`src/design/etx_pkg.sv`:
```
`default_nettype none

package etx_pkg;

  // ##########################################################
  // Widths fixed by the mesh packet format
  // ##########################################################
  localparam int PW = 104;
  localparam int AW = 32;
  localparam int DW = 32;

  typedef logic [PW-1:0] packet_t;   // Full mesh packet
  typedef logic [AW-1:0] addr_t;
  typedef logic [DW-1:0] data_t;
  typedef logic [1:0]    datamode_t; // Transfer size
  typedef logic [3:0]    ctrlmode_t;
  typedef logic [11:0]   chipid_t;   // Top bits of an address
  typedef logic [7:0]    frame_t;    // Frame lane
  typedef logic [63:0]   lane_t;     // Data lane

  // ##########################################################
  // Frame lane codes
  // ##########################################################
  localparam frame_t FRAME_START = 8'h3F; // Header cycle
  localparam frame_t FRAME_BODY  = 8'hFF; // Data and source cycle

  // ##########################################################
  // Test pattern
  // ##########################################################
  localparam data_t       TEST_WRITE_DATA      = 32'h5555_5555;
  localparam data_t       TEST_READ_DATA       = 32'hAAAA_AAAA; // Dummy
  localparam logic [19:0] TEST_READBACK_OFFSET = 20'hD0000;
  localparam datamode_t   TEST_DATAMODE        = 2'd2;          // Word

  // Low nibble of the test packets: datamode, write, access
  localparam logic [3:0] TEST_WRITE_CODE = {TEST_DATAMODE, 1'b1, 1'b1};
  localparam logic [3:0] TEST_READ_CODE  = {TEST_DATAMODE, 1'b0, 1'b1};

  // Framer state, body flag set in the FRAME_START cycle
  typedef enum logic
  {
    TX_IDLE,
    TX_BODY
  } tx_state_t;

endpackage

`default_nettype wire

```
`src/design/etx_framer.sv`:
```
`timescale 1ns/1ps
`default_nettype none

module etx_framer
#(
  parameter etx_pkg::chipid_t ID = '0
)
(
  input  wire logic                 clk,
  input  wire logic                 reset,
  input  wire logic                 testmode,
  input  wire logic                 tx_enable,
  input  wire logic                 access,
  input  wire logic                 write,
  input  wire etx_pkg::datamode_t   datamode,
  input  wire etx_pkg::ctrlmode_t   ctrlmode,
  input  wire etx_pkg::addr_t       dstaddr,
  input  wire etx_pkg::data_t       data,
  input  wire etx_pkg::addr_t       srcaddr,
  input  wire logic                 rd_wait_sync,
  input  wire logic                 wr_wait_sync,
  output etx_pkg::frame_t           tx_frame_par,
  output etx_pkg::lane_t            tx_data_par,
  output logic                      etx_rd_wait,
  output logic                      etx_wr_wait
);

  etx_pkg::tx_state_t state_q;
  etx_pkg::frame_t    frame_q;
  etx_pkg::lane_t     header;
  logic [127:0]       word_q;   // {data, srcaddr, header}
  logic               self_addr;
  logic               io_wait;  // Matching synced wait
  logic               accept;

  // ##########################################################
  // Acceptance
  // ##########################################################
  // Packets to our own chip ID never leave
  assign self_addr = (dstaddr[etx_pkg::AW-1 -: 12] == ID);

  // Writes and reads blocked separately
  assign io_wait = write ? wr_wait_sync : rd_wait_sync;

  // Test mode sends regardless of enable and waits
  assign accept = (state_q == etx_pkg::TX_IDLE) &&
                  (testmode ||
                   (tx_enable && access && !self_addr && !io_wait));

  // Header word, byte 0 first on the lane
  assign header = {16'd0,                        // Unused bytes
                   ~write, 7'd0,                 // Read flag byte
                   ctrlmode, dstaddr[31:28],
                   dstaddr[27:4],
                   dstaddr[3:0], datamode, write, access};

  // ##########################################################
  // Frame state machine
  // ##########################################################
  always_ff @(posedge clk or posedge reset)
  begin
    if (reset)
    begin
      state_q <= etx_pkg::TX_IDLE;
      frame_q <= '0;
    end
    else
    begin
      if (accept)
      begin
        state_q <= etx_pkg::TX_BODY;     // Hold off one cycle
        frame_q <= etx_pkg::FRAME_START;
      end
      else if (state_q == etx_pkg::TX_BODY)
      begin
        state_q <= etx_pkg::TX_IDLE;     // New accept allowed here
        frame_q <= etx_pkg::FRAME_BODY;
      end
      else
      begin
        frame_q <= '0;                   // Idle lane
      end
    end
  end

  // Frame word captured at acceptance
  always_ff @(posedge clk)
  begin
    if (accept)
    begin
      word_q <= {data, srcaddr, header};
    end
  end

  // ##########################################################
  // Lane outputs
  // ##########################################################
  assign tx_frame_par = frame_q;

  always_comb
  begin
    case (frame_q)
      etx_pkg::FRAME_START: tx_data_par = word_q[63:0];
      etx_pkg::FRAME_BODY:  tx_data_par = word_q[127:64];
      default:              tx_data_par = '0;   // Quiet between frames
    endcase
  end

  // Stall system side while IO waits or during the header cycle
  assign etx_wr_wait = wr_wait_sync | (state_q == etx_pkg::TX_BODY);
  assign etx_rd_wait = rd_wait_sync | (state_q == etx_pkg::TX_BODY);

endmodule

`default_nettype wire

```
`src/design/etx_protocol.sv`:
```
`timescale 1ns/1ps
`default_nettype none

module etx_protocol
#(
  parameter etx_pkg::chipid_t ID          = '0,
  parameter int               SYNC_STAGES = 2
)
(
  input  wire logic                clk,
  input  wire logic                reset,
  input  wire logic                testmode,    // Replaces system traffic
  input  wire logic                etx_access,
  input  wire etx_pkg::packet_t    etx_packet,
  input  wire logic                tx_enable,
  input  wire etx_pkg::chipid_t    chipid,
  input  wire logic                tx_rd_wait,  // Async from IO
  input  wire logic                tx_wr_wait,  // Async from IO
  output logic                     etx_rd_wait, // Stall to system side
  output logic                     etx_wr_wait,
  output etx_pkg::frame_t          tx_frame_par,
  output etx_pkg::lane_t           tx_data_par
);

  // Decoded packet fields
  logic               access;
  logic               write;
  etx_pkg::datamode_t datamode;
  etx_pkg::ctrlmode_t ctrlmode;
  etx_pkg::addr_t     dstaddr;
  etx_pkg::data_t     data;
  etx_pkg::addr_t     srcaddr;

  // Waits in the clk domain
  logic rd_wait_sync;
  logic wr_wait_sync;

  // ##########################################################
  // Packet source and IO wait synchronizer
  // ##########################################################
  etx_source #(.ID(ID)) u_source
  (
    .clk        (clk),
    .reset      (reset),
    .testmode   (testmode),
    .etx_access (etx_access),
    .etx_packet (etx_packet),
    .chipid     (chipid),
    .access     (access),
    .write      (write),
    .datamode   (datamode),
    .ctrlmode   (ctrlmode),
    .dstaddr    (dstaddr),
    .data       (data),
    .srcaddr    (srcaddr)
  );

  etx_wait_sync #(.SYNC_STAGES(SYNC_STAGES)) u_wait_sync
  (
    .clk          (clk),
    .reset        (reset),
    .tx_rd_wait   (tx_rd_wait),
    .tx_wr_wait   (tx_wr_wait),
    .rd_wait_sync (rd_wait_sync),
    .wr_wait_sync (wr_wait_sync)
  );

  // ##########################################################
  // Framer, drives the IO lanes and stalls
  // ##########################################################
  etx_framer #(.ID(ID)) u_framer
  (
    .clk          (clk),
    .reset        (reset),
    .testmode     (testmode),
    .tx_enable    (tx_enable),
    .access       (access),
    .write        (write),
    .datamode     (datamode),
    .ctrlmode     (ctrlmode),
    .dstaddr      (dstaddr),
    .data         (data),
    .srcaddr      (srcaddr),
    .rd_wait_sync (rd_wait_sync),
    .wr_wait_sync (wr_wait_sync),
    .tx_frame_par (tx_frame_par),
    .tx_data_par  (tx_data_par),
    .etx_rd_wait  (etx_rd_wait),
    .etx_wr_wait  (etx_wr_wait)
  );

endmodule

`default_nettype wire

```
`src/design/etx_source.sv`:
```
`timescale 1ns/1ps
`default_nettype none

module etx_source
#(
  parameter etx_pkg::chipid_t ID = '0
)
(
  input  wire logic                clk,
  input  wire logic                reset,
  input  wire logic                testmode,
  input  wire logic                etx_access,
  input  wire etx_pkg::packet_t    etx_packet,
  input  wire etx_pkg::chipid_t    chipid,
  output logic                     access,
  output logic                     write,
  output etx_pkg::datamode_t       datamode,
  output etx_pkg::ctrlmode_t       ctrlmode,
  output etx_pkg::addr_t           dstaddr,
  output etx_pkg::data_t           data,
  output etx_pkg::addr_t           srcaddr
);

  etx_pkg::packet_t test_q;   // Alternating test packet
  etx_pkg::packet_t pkt_sel;  // Packet feeding the decode

  // ##########################################################
  // Test packet generator
  // ##########################################################
  // Write to the chip ID, then read back from own register
  always_ff @(posedge clk or posedge reset)
  begin
    if (reset)
    begin
      test_q <= '0;
    end
    else if (testmode)
    begin
      if (!test_q[1]) // Last one was a read
      begin
        test_q <= {etx_pkg::TEST_WRITE_DATA,   // Source
                   etx_pkg::TEST_WRITE_DATA,   // Data
                   chipid, 20'd0,              // Destination
                   4'd0,                       // Ctrlmode
                   etx_pkg::TEST_WRITE_CODE};
      end
      else
      begin
        test_q <= {ID, etx_pkg::TEST_READBACK_OFFSET, // Readback reg
                   etx_pkg::TEST_READ_DATA,           // Dummy data
                   chipid, 20'd0,                     // Read address
                   4'd0,
                   etx_pkg::TEST_READ_CODE};
      end
    end
  end

  // Test traffic replaces system traffic
  assign pkt_sel = testmode ? test_q : etx_packet;

  // Access always on in test mode
  assign access = testmode | etx_access;

  // ##########################################################
  // Field decode
  // ##########################################################
  assign write    = pkt_sel[1];
  assign datamode = pkt_sel[3:2];
  assign ctrlmode = pkt_sel[7:4];
  assign dstaddr  = pkt_sel[39:8];    // Top 12 bits pick the chip
  assign data     = pkt_sel[71:40];
  assign srcaddr  = pkt_sel[103:72];  // Return address for reads

endmodule

`default_nettype wire

```
`src/design/etx_wait_sync.sv`:
```
`timescale 1ns/1ps
`default_nettype none

module etx_wait_sync
#(
  parameter int SYNC_STAGES = 2  // At least 2
)
(
  input  wire logic clk,
  input  wire logic reset,
  input  wire logic tx_rd_wait,    // Async from IO
  input  wire logic tx_wr_wait,    // Async from IO
  output logic      rd_wait_sync,
  output logic      wr_wait_sync
);

  logic [SYNC_STAGES-1:0] rd_chain;
  logic [SYNC_STAGES-1:0] wr_chain;

  // One shift chain per wait, input enters at bit 0
  always_ff @(posedge clk or posedge reset)
  begin
    if (reset)
    begin
      rd_chain <= '0;
      wr_chain <= '0;
    end
    else
    begin
      rd_chain <= {rd_chain[SYNC_STAGES-2:0], tx_rd_wait};
      wr_chain <= {wr_chain[SYNC_STAGES-2:0], tx_wr_wait};
    end
  end

  // Last stage, SYNC_STAGES edges after the input
  assign rd_wait_sync = rd_chain[SYNC_STAGES-1];
  assign wr_wait_sync = wr_chain[SYNC_STAGES-1];

endmodule

`default_nettype wire

```
`config.mk`:
```
export PLATFORM = sky130hd
export DESIGN_NAME = etx_protocol
export DESIGN_NICKNAME = d
export VERILOG_FILES = /design/src/design/etx_pkg.sv /design/src/design/etx_framer.sv /design/src/design/etx_protocol.sv /design/src/design/etx_source.sv /design/src/design/etx_wait_sync.sv
export SDC_FILE = /design/constraint.sdc
export NUM_CORES = 1
export LEC_CHECK = 0
export BUFFER_PORTS_ARGS = -buffer_cell sky130_fd_sc_hd__buf_2
export CAP_MARGIN = 30
export CORE_MARGIN = 5
export CORE_UTILIZATION = 51
export CTS_CLUSTER_DIAMETER = 100
export DETAILED_ROUTE_END_ITERATION = 10
export PLACE_DENSITY_LB_ADDON = 0.15
export SYNTH_ARGS = -nofsm -noshare
export SYNTH_HDL_FRONTEND = slang
export SYNTH_SLANG_ARGS = --single-unit
```
`constraint.sdc`:
```
create_clock -name clk -period 8.4 [get_ports clk]
set_clock_uncertainty 0.2 [all_clocks]
set_input_delay 0.84 -clock clk [delete_from_list [all_inputs] [get_ports clk]]
set_output_delay 0.84 -clock clk [all_outputs]
set_load 0.02 [all_outputs]
```
---- After elaboration in Yosys (flattened, before gate mapping) ----
Index checks and enable logic that the tools add are counted.
word-level totals
  register bits ........................... 222
  latch bits .............................. 0
  bits in writable memories ............... 0
  bits in read-only memories .............. 0
  input port bits ......................... 123
  output and inout bits ................... 74
  logic and storage cells ................. 28
  memories kept ........................... 0
operators by class
  $add $sub $neg .......................... 0
  $mul .................................... 0
  divide/modulo/power cells ............... 0
  magnitude comparators ................... 0
  equality and inequality tests ........... 2
  shift operators ......................... 0
  multiplexer cells ....................... 7
  bitwise gates (word level) .............. 5
  reductions and logical operators ........ 8
operators with widths
  kind                number
  $pmux 64 s2         1
  $mux 104            1
  $mux 103            1
  $mux 8              2
  $logic_not 12->1    1
  $eq 8x6->1 const B  1
  $eq 8x8->1 const B  1
  $logic_and 1x1->1   4
  $or 1x1->1          3
  $logic_not 1->1     2
  $mux 1              2
  $not 1->1           2
  $logic_or 1x1->1    1

---- Depth between registers and ports, before layout ----
  depth in word-level cells ............... 8
  depth in mapped cells ................... 6
  gate-level depth less buffers ........... 4

---- Modules after synthesis ----
A second synthesis with hierarchy kept.
unflattened totals
  cells, all modules ...................... 404
  area total of the unflattened synthesis .. 6,044.5 um^2
by module, submodules not included
  module         instances  cells each  area each (um^2)  seq. area each (um^2)
  etx_framer     1          247         4,296.6           3,228.1
  etx_source     1          152         1,644.1           375.4
  etx_wait_sync  1          5           103.8             100.1

---- Worst setup path before layout ----
No wires, ideal clock.
  path type ............................... input to register
  start ................................... input testmode
  end ..................................... register u_framer.state_q
  setup time .............................. 0.560 ns
  data arrival time ....................... 5.824 ns
  required time ........................... 7.640 ns
  setup slack ............................. 1.816 ns
  stages on the path ...................... 5
  buffers on the path ..................... 1
  cell sequence ........................... buf_4 -> mux2i_2 -> mux2i_1 -> nand3_1 -> a211oi_2
between the ends
  word-level cells in the longest chain between the ends .. 8
  elaborated cells on any way between the ends .. 12
  classes of those cells .................. mux (3); bitwise (1); reduce/logical (8)
RTL lines
  what                             line                RTL
  start, declared                  etx_protocol.sv:12  input wire logic testmode,
  $mux 104                         etx_source.sv:59    assign pkt_sel = testmode ? test_q : etx_packet;
  $logic_not 12->1                 etx_framer.sv:40    assign self_addr = (dstaddr[etx_pkg::AW-1 -: 12] == ID);
  $logic_not 1->1                  etx_framer.sv:48    (tx_enable && access && !self_addr && !io_wait));
  $logic_and 1x1->1 (2 in series)  etx_framer.sv:48
  $logic_or 1x1->1 *               etx_framer.sv:47    (testmode ||
  $logic_and 1x1->1 *              etx_framer.sv:46    assign accept = (state_q == etx_pkg::TX_IDLE) &&
  net u_framer.accept              etx_framer.sv:34    logic accept;
  $mux 1 *                         etx_framer.sv:69    if (accept)
  end signal, assigned             etx_framer.sv:64    state_q <= etx_pkg::TX_IDLE;
  end signal, assigned             etx_framer.sv:71    state_q <= etx_pkg::TX_BODY;
  end signal, assigned             etx_framer.sv:76    state_q <= etx_pkg::TX_IDLE;
  end, declared                    etx_framer.sv:28    etx_pkg::tx_state_t state_q;
The timed path passes the listed nets; every way through them passes the cells marked *.
A chain may end at the register's enable or synchronous reset.

---- Worst setup path in the final report ----
  start ................................... input testmode
  end ..................................... register u_framer.word_q[68], enable pin
between the ends
  word-level cells in the longest chain between the ends .. 7
  elaborated cells on any way between the ends .. 11
  classes of those cells .................. mux (2); bitwise (1); reduce/logical (8)
RTL lines
  what                             line              RTL
  $mux 104                         etx_source.sv:59
  $logic_not 12->1                 etx_framer.sv:40
  $logic_not 1->1                  etx_framer.sv:48
  $logic_and 1x1->1 (2 in series)  etx_framer.sv:48
  $logic_or 1x1->1 *               etx_framer.sv:47
  $logic_and 1x1->1 *              etx_framer.sv:46
  net u_framer.accept              etx_framer.sv:34
  end signal, assigned             etx_framer.sv:91  word_q <= {data, srcaddr, header};
  end, declared                    etx_framer.sv:31  logic [127:0] word_q;
Marked as above.

==> key figures <==
Yosys
  – #FFs+latches synth: 127
  – Syn_nets: 588
  – Mapped cell area: around 5800 sq um
  – Post-Syn Instances: 465
  – Synth Area per Inst: 12.6 sq um
  – Synth cell types: 23
  – Synth warn: 0
  – Register area share after synthesis: between 60% and 70%

Clock tree
  – Clock transition at path regs: about 60 ps
  – CTS H-tree depth: 4
  – Max clock buf depth: 2
  – Clk root buf: clkbuf_16
  – CTS tree: done
  – Sink Count: 127
  – CTS Buf Count: 17
  – Cts repair resizes: 0
  – Cts hold-fix bufs: 0
  – Skew-Pair Late Insertion Delay: ~400 ps
  – Post-CTS Setup Inserts: 0

Finish
  – Share of cells above drive strength 1: around two fifths
  – Ant diodes: 0
  – Most frequent cells in the layout: buf_2, edfxtp_1, nor2b_1
  – Post-layout util: 66.1%
  – Commonest non-fill, non-tap cell in the layout: buf_2
  – Design area: roughly 7500 sq um
  – Total Nets Final: between 700 and 800
  – Synth-to-layout area growth: 28.1%

Worst setup path
  – Worst setup startpoint: testmode
  – CP endpoint kind: flop
  – RR Startpoint: u_source.test_q[100]
  – Crit Path Max Fanout: 99
  – Worst Setup Path Type: in2reg
  – Worst Setup EP: u_framer.word_q[68]
  – Setup slack, reg-to-reg: 5680 ps
  – WP data required: 8220 ps
  – CP startpoint kind: input pin
  – R2r endpoint: u_framer.word_q[68]
  – Worst path arrival time: 3590 ps
  – Reg2Reg Depth: 5

Place
  – # port buffers: between 150 and 200
  – DP Area: 6860 sq um
  – Post-DP HPWL: 8.43 mm
  – Gpl congestion: around 0.78

Floorplan
  – Io pins: 197
  – Initial Utilization: about half
  – Core Area: 11300 sq um
  – Rows: 39
  – Die width: 117 um
  – Die Y: 117 um
  – Die Area: 13700 sq um

STA
  – Setup TNS: 0 ps
  – Worst slew pin tran: approximately 1000 ps
  – Final Setup Violations: 0
  – Slew margin rel.: about a third
  – Tmin final: 3770 ps
  – Max-slew violations: 0
  – Fin crit share: 44.9%
  – Achievable Freq: 265 MHz
  – Final Hold Fails: 0
  – RSZ-0062 raised after global routing: no

Global routing
  – Total Routing Usage GR: 19.1%
  – Antenna violations before repair: 0
  – Largest net degree at the start of global routing: 100
  – Grt total ovfl: 0
  – Wire length of the first global-routing pass: 19.7 mm
  – Vias in the first global route: 3997

Run
  – Count of max-cap constraint violations: 0

Drt
  – Post-route DRC: 0
  – Total routed wirelength: 12.8 mm
  – Routed Antenna Nets: 0
  – DR vias/cell: 4.97
  – Via Count: roughly 4000
  – Routed length per instance: 16.0 um
  – Drt first-iter violations: 215
  – TritonRoute pass-1 iters: 5

Power
  – PwrDens: roughly 250 nW/um^2
  – Leak Pwr: 0.00341 uW
  – Peak VDD IR: 0.133 mV
  – Overall power: 1900 uW

Run status
  – Status: finished clean

Hold path
  – HP Class: reg2reg
worst min path at each step:
stage | start | end | slack [ps] | cells after the start
final | u_wait_sync.rd_chain[0] | u_wait_sync.rd_chain[1] | 150 | 0
after CTS | u_wait_sync.rd_chain[0] | u_wait_sync.rd_chain[1] | 150 | 0
after floorplan | u_wait_sync.rd_chain[0] | u_wait_sync.rd_chain[1] | 130 | 0
after detailed placement | u_wait_sync.rd_chain[0] | u_wait_sync.rd_chain[1] | 130 | 0
after global routing | u_wait_sync.rd_chain[0] | u_wait_sync.rd_chain[1] | 160 | 0
after global placement | u_wait_sync.wr_chain[0] | u_wait_sync.wr_chain[1] | 130 | 0
logic make-up after synthesis:
kind of cell	after synthesis	synth area share, %
mux	67	12.1
compound gates	54	4.89
xor+xnor	1	0.150
flops	127	63.4
buf+inv	94	6.75
simple gates	122	12.7
cells in the mapped netlist, drive strengths merged:
| cell | number | area (sq um) |
|---|---|---|
| a211oi | 1 | 12.5 |
| nor4 | 2 | 12.5 |
| or4 | 1 | 7.51 |
| nor2 | 3 | 11.3 |
| nand2 | 4 | 15.0 |
| nor3 | 1 | 5.00 |
| nor2b | 81 | 507 |
| a22o | 1 | 8.76 |
| buf | 17 | 105 |
| mux2i | 43 | 434 |
| inv | 55 | 206 |
| mux2 | 24 | 270 |
| and3 | 24 | 150 |
| o21ai | 51 | 255 |
| dfrtp | 22 | 551 |
| nand3 | 2 | 10.0 |
| edfxtp | 105 | 3150 |
| or2 | 4 | 25.0 |
| a2bb2oi | 1 | 8.76 |
| xor2 | 1 | 8.76 |
| clkbuf | 22 | 82.6 |
final cells by class:
class	count	area [sq um]
fill	878	3840
sequential	127	3710
clock buffer	22	484
clock inverter	10	134
timing repair buffer	200	1020
inverter	55	206
multi-input combinational	244	1750
tap	143	179
routing by layer:
layer,wire length [um],track usage (%),part of all wire (%),vias to the layer above
li1,-,-,-,1949
met5,0,0,0,-
met1,5230,24.2,41,1897
met2,6420,31.6,50,120
met4,150,6.42,1.2,0
met3,1010,5.55,7.9,13
where the power goes:
group	switching (uW)	total, uW	leakage (uW)	internal [uW]
Clock	255	751	0.000292	496
Sequential	38.6	826	0.00127	787
Combinational	198	328	0.00185	130
critical path, stage by stage:
cell and delay, ps:
buf_4 260, buf_4 780, nor3_1 140, a22o_1 260, and3_1 210, a211oi_4 240
buf_4 750
state kept, by name, summed over array words and instances (netlist names):
| register | cells |
|---|---|
| u_wait_sync.rd_chain | 2 |
| u_framer.state_q | 1 |
| u_source.test_q | 15 |
| u_framer.tx_frame_par | 2 |
| u_wait_sync.wr_chain | 2 |
| u_framer.word_q | 105 |
per-stage QoR:
stage,cells,hold slack (ps),worst slack (ps)
floorplan,465,131,1820
global placement,768,133,4310
detailed placement,769,135,4230
CTS,801,152,4630
global route,801,158,4430
finish,801,146,4630
Power figures use the tool's default switching activity.
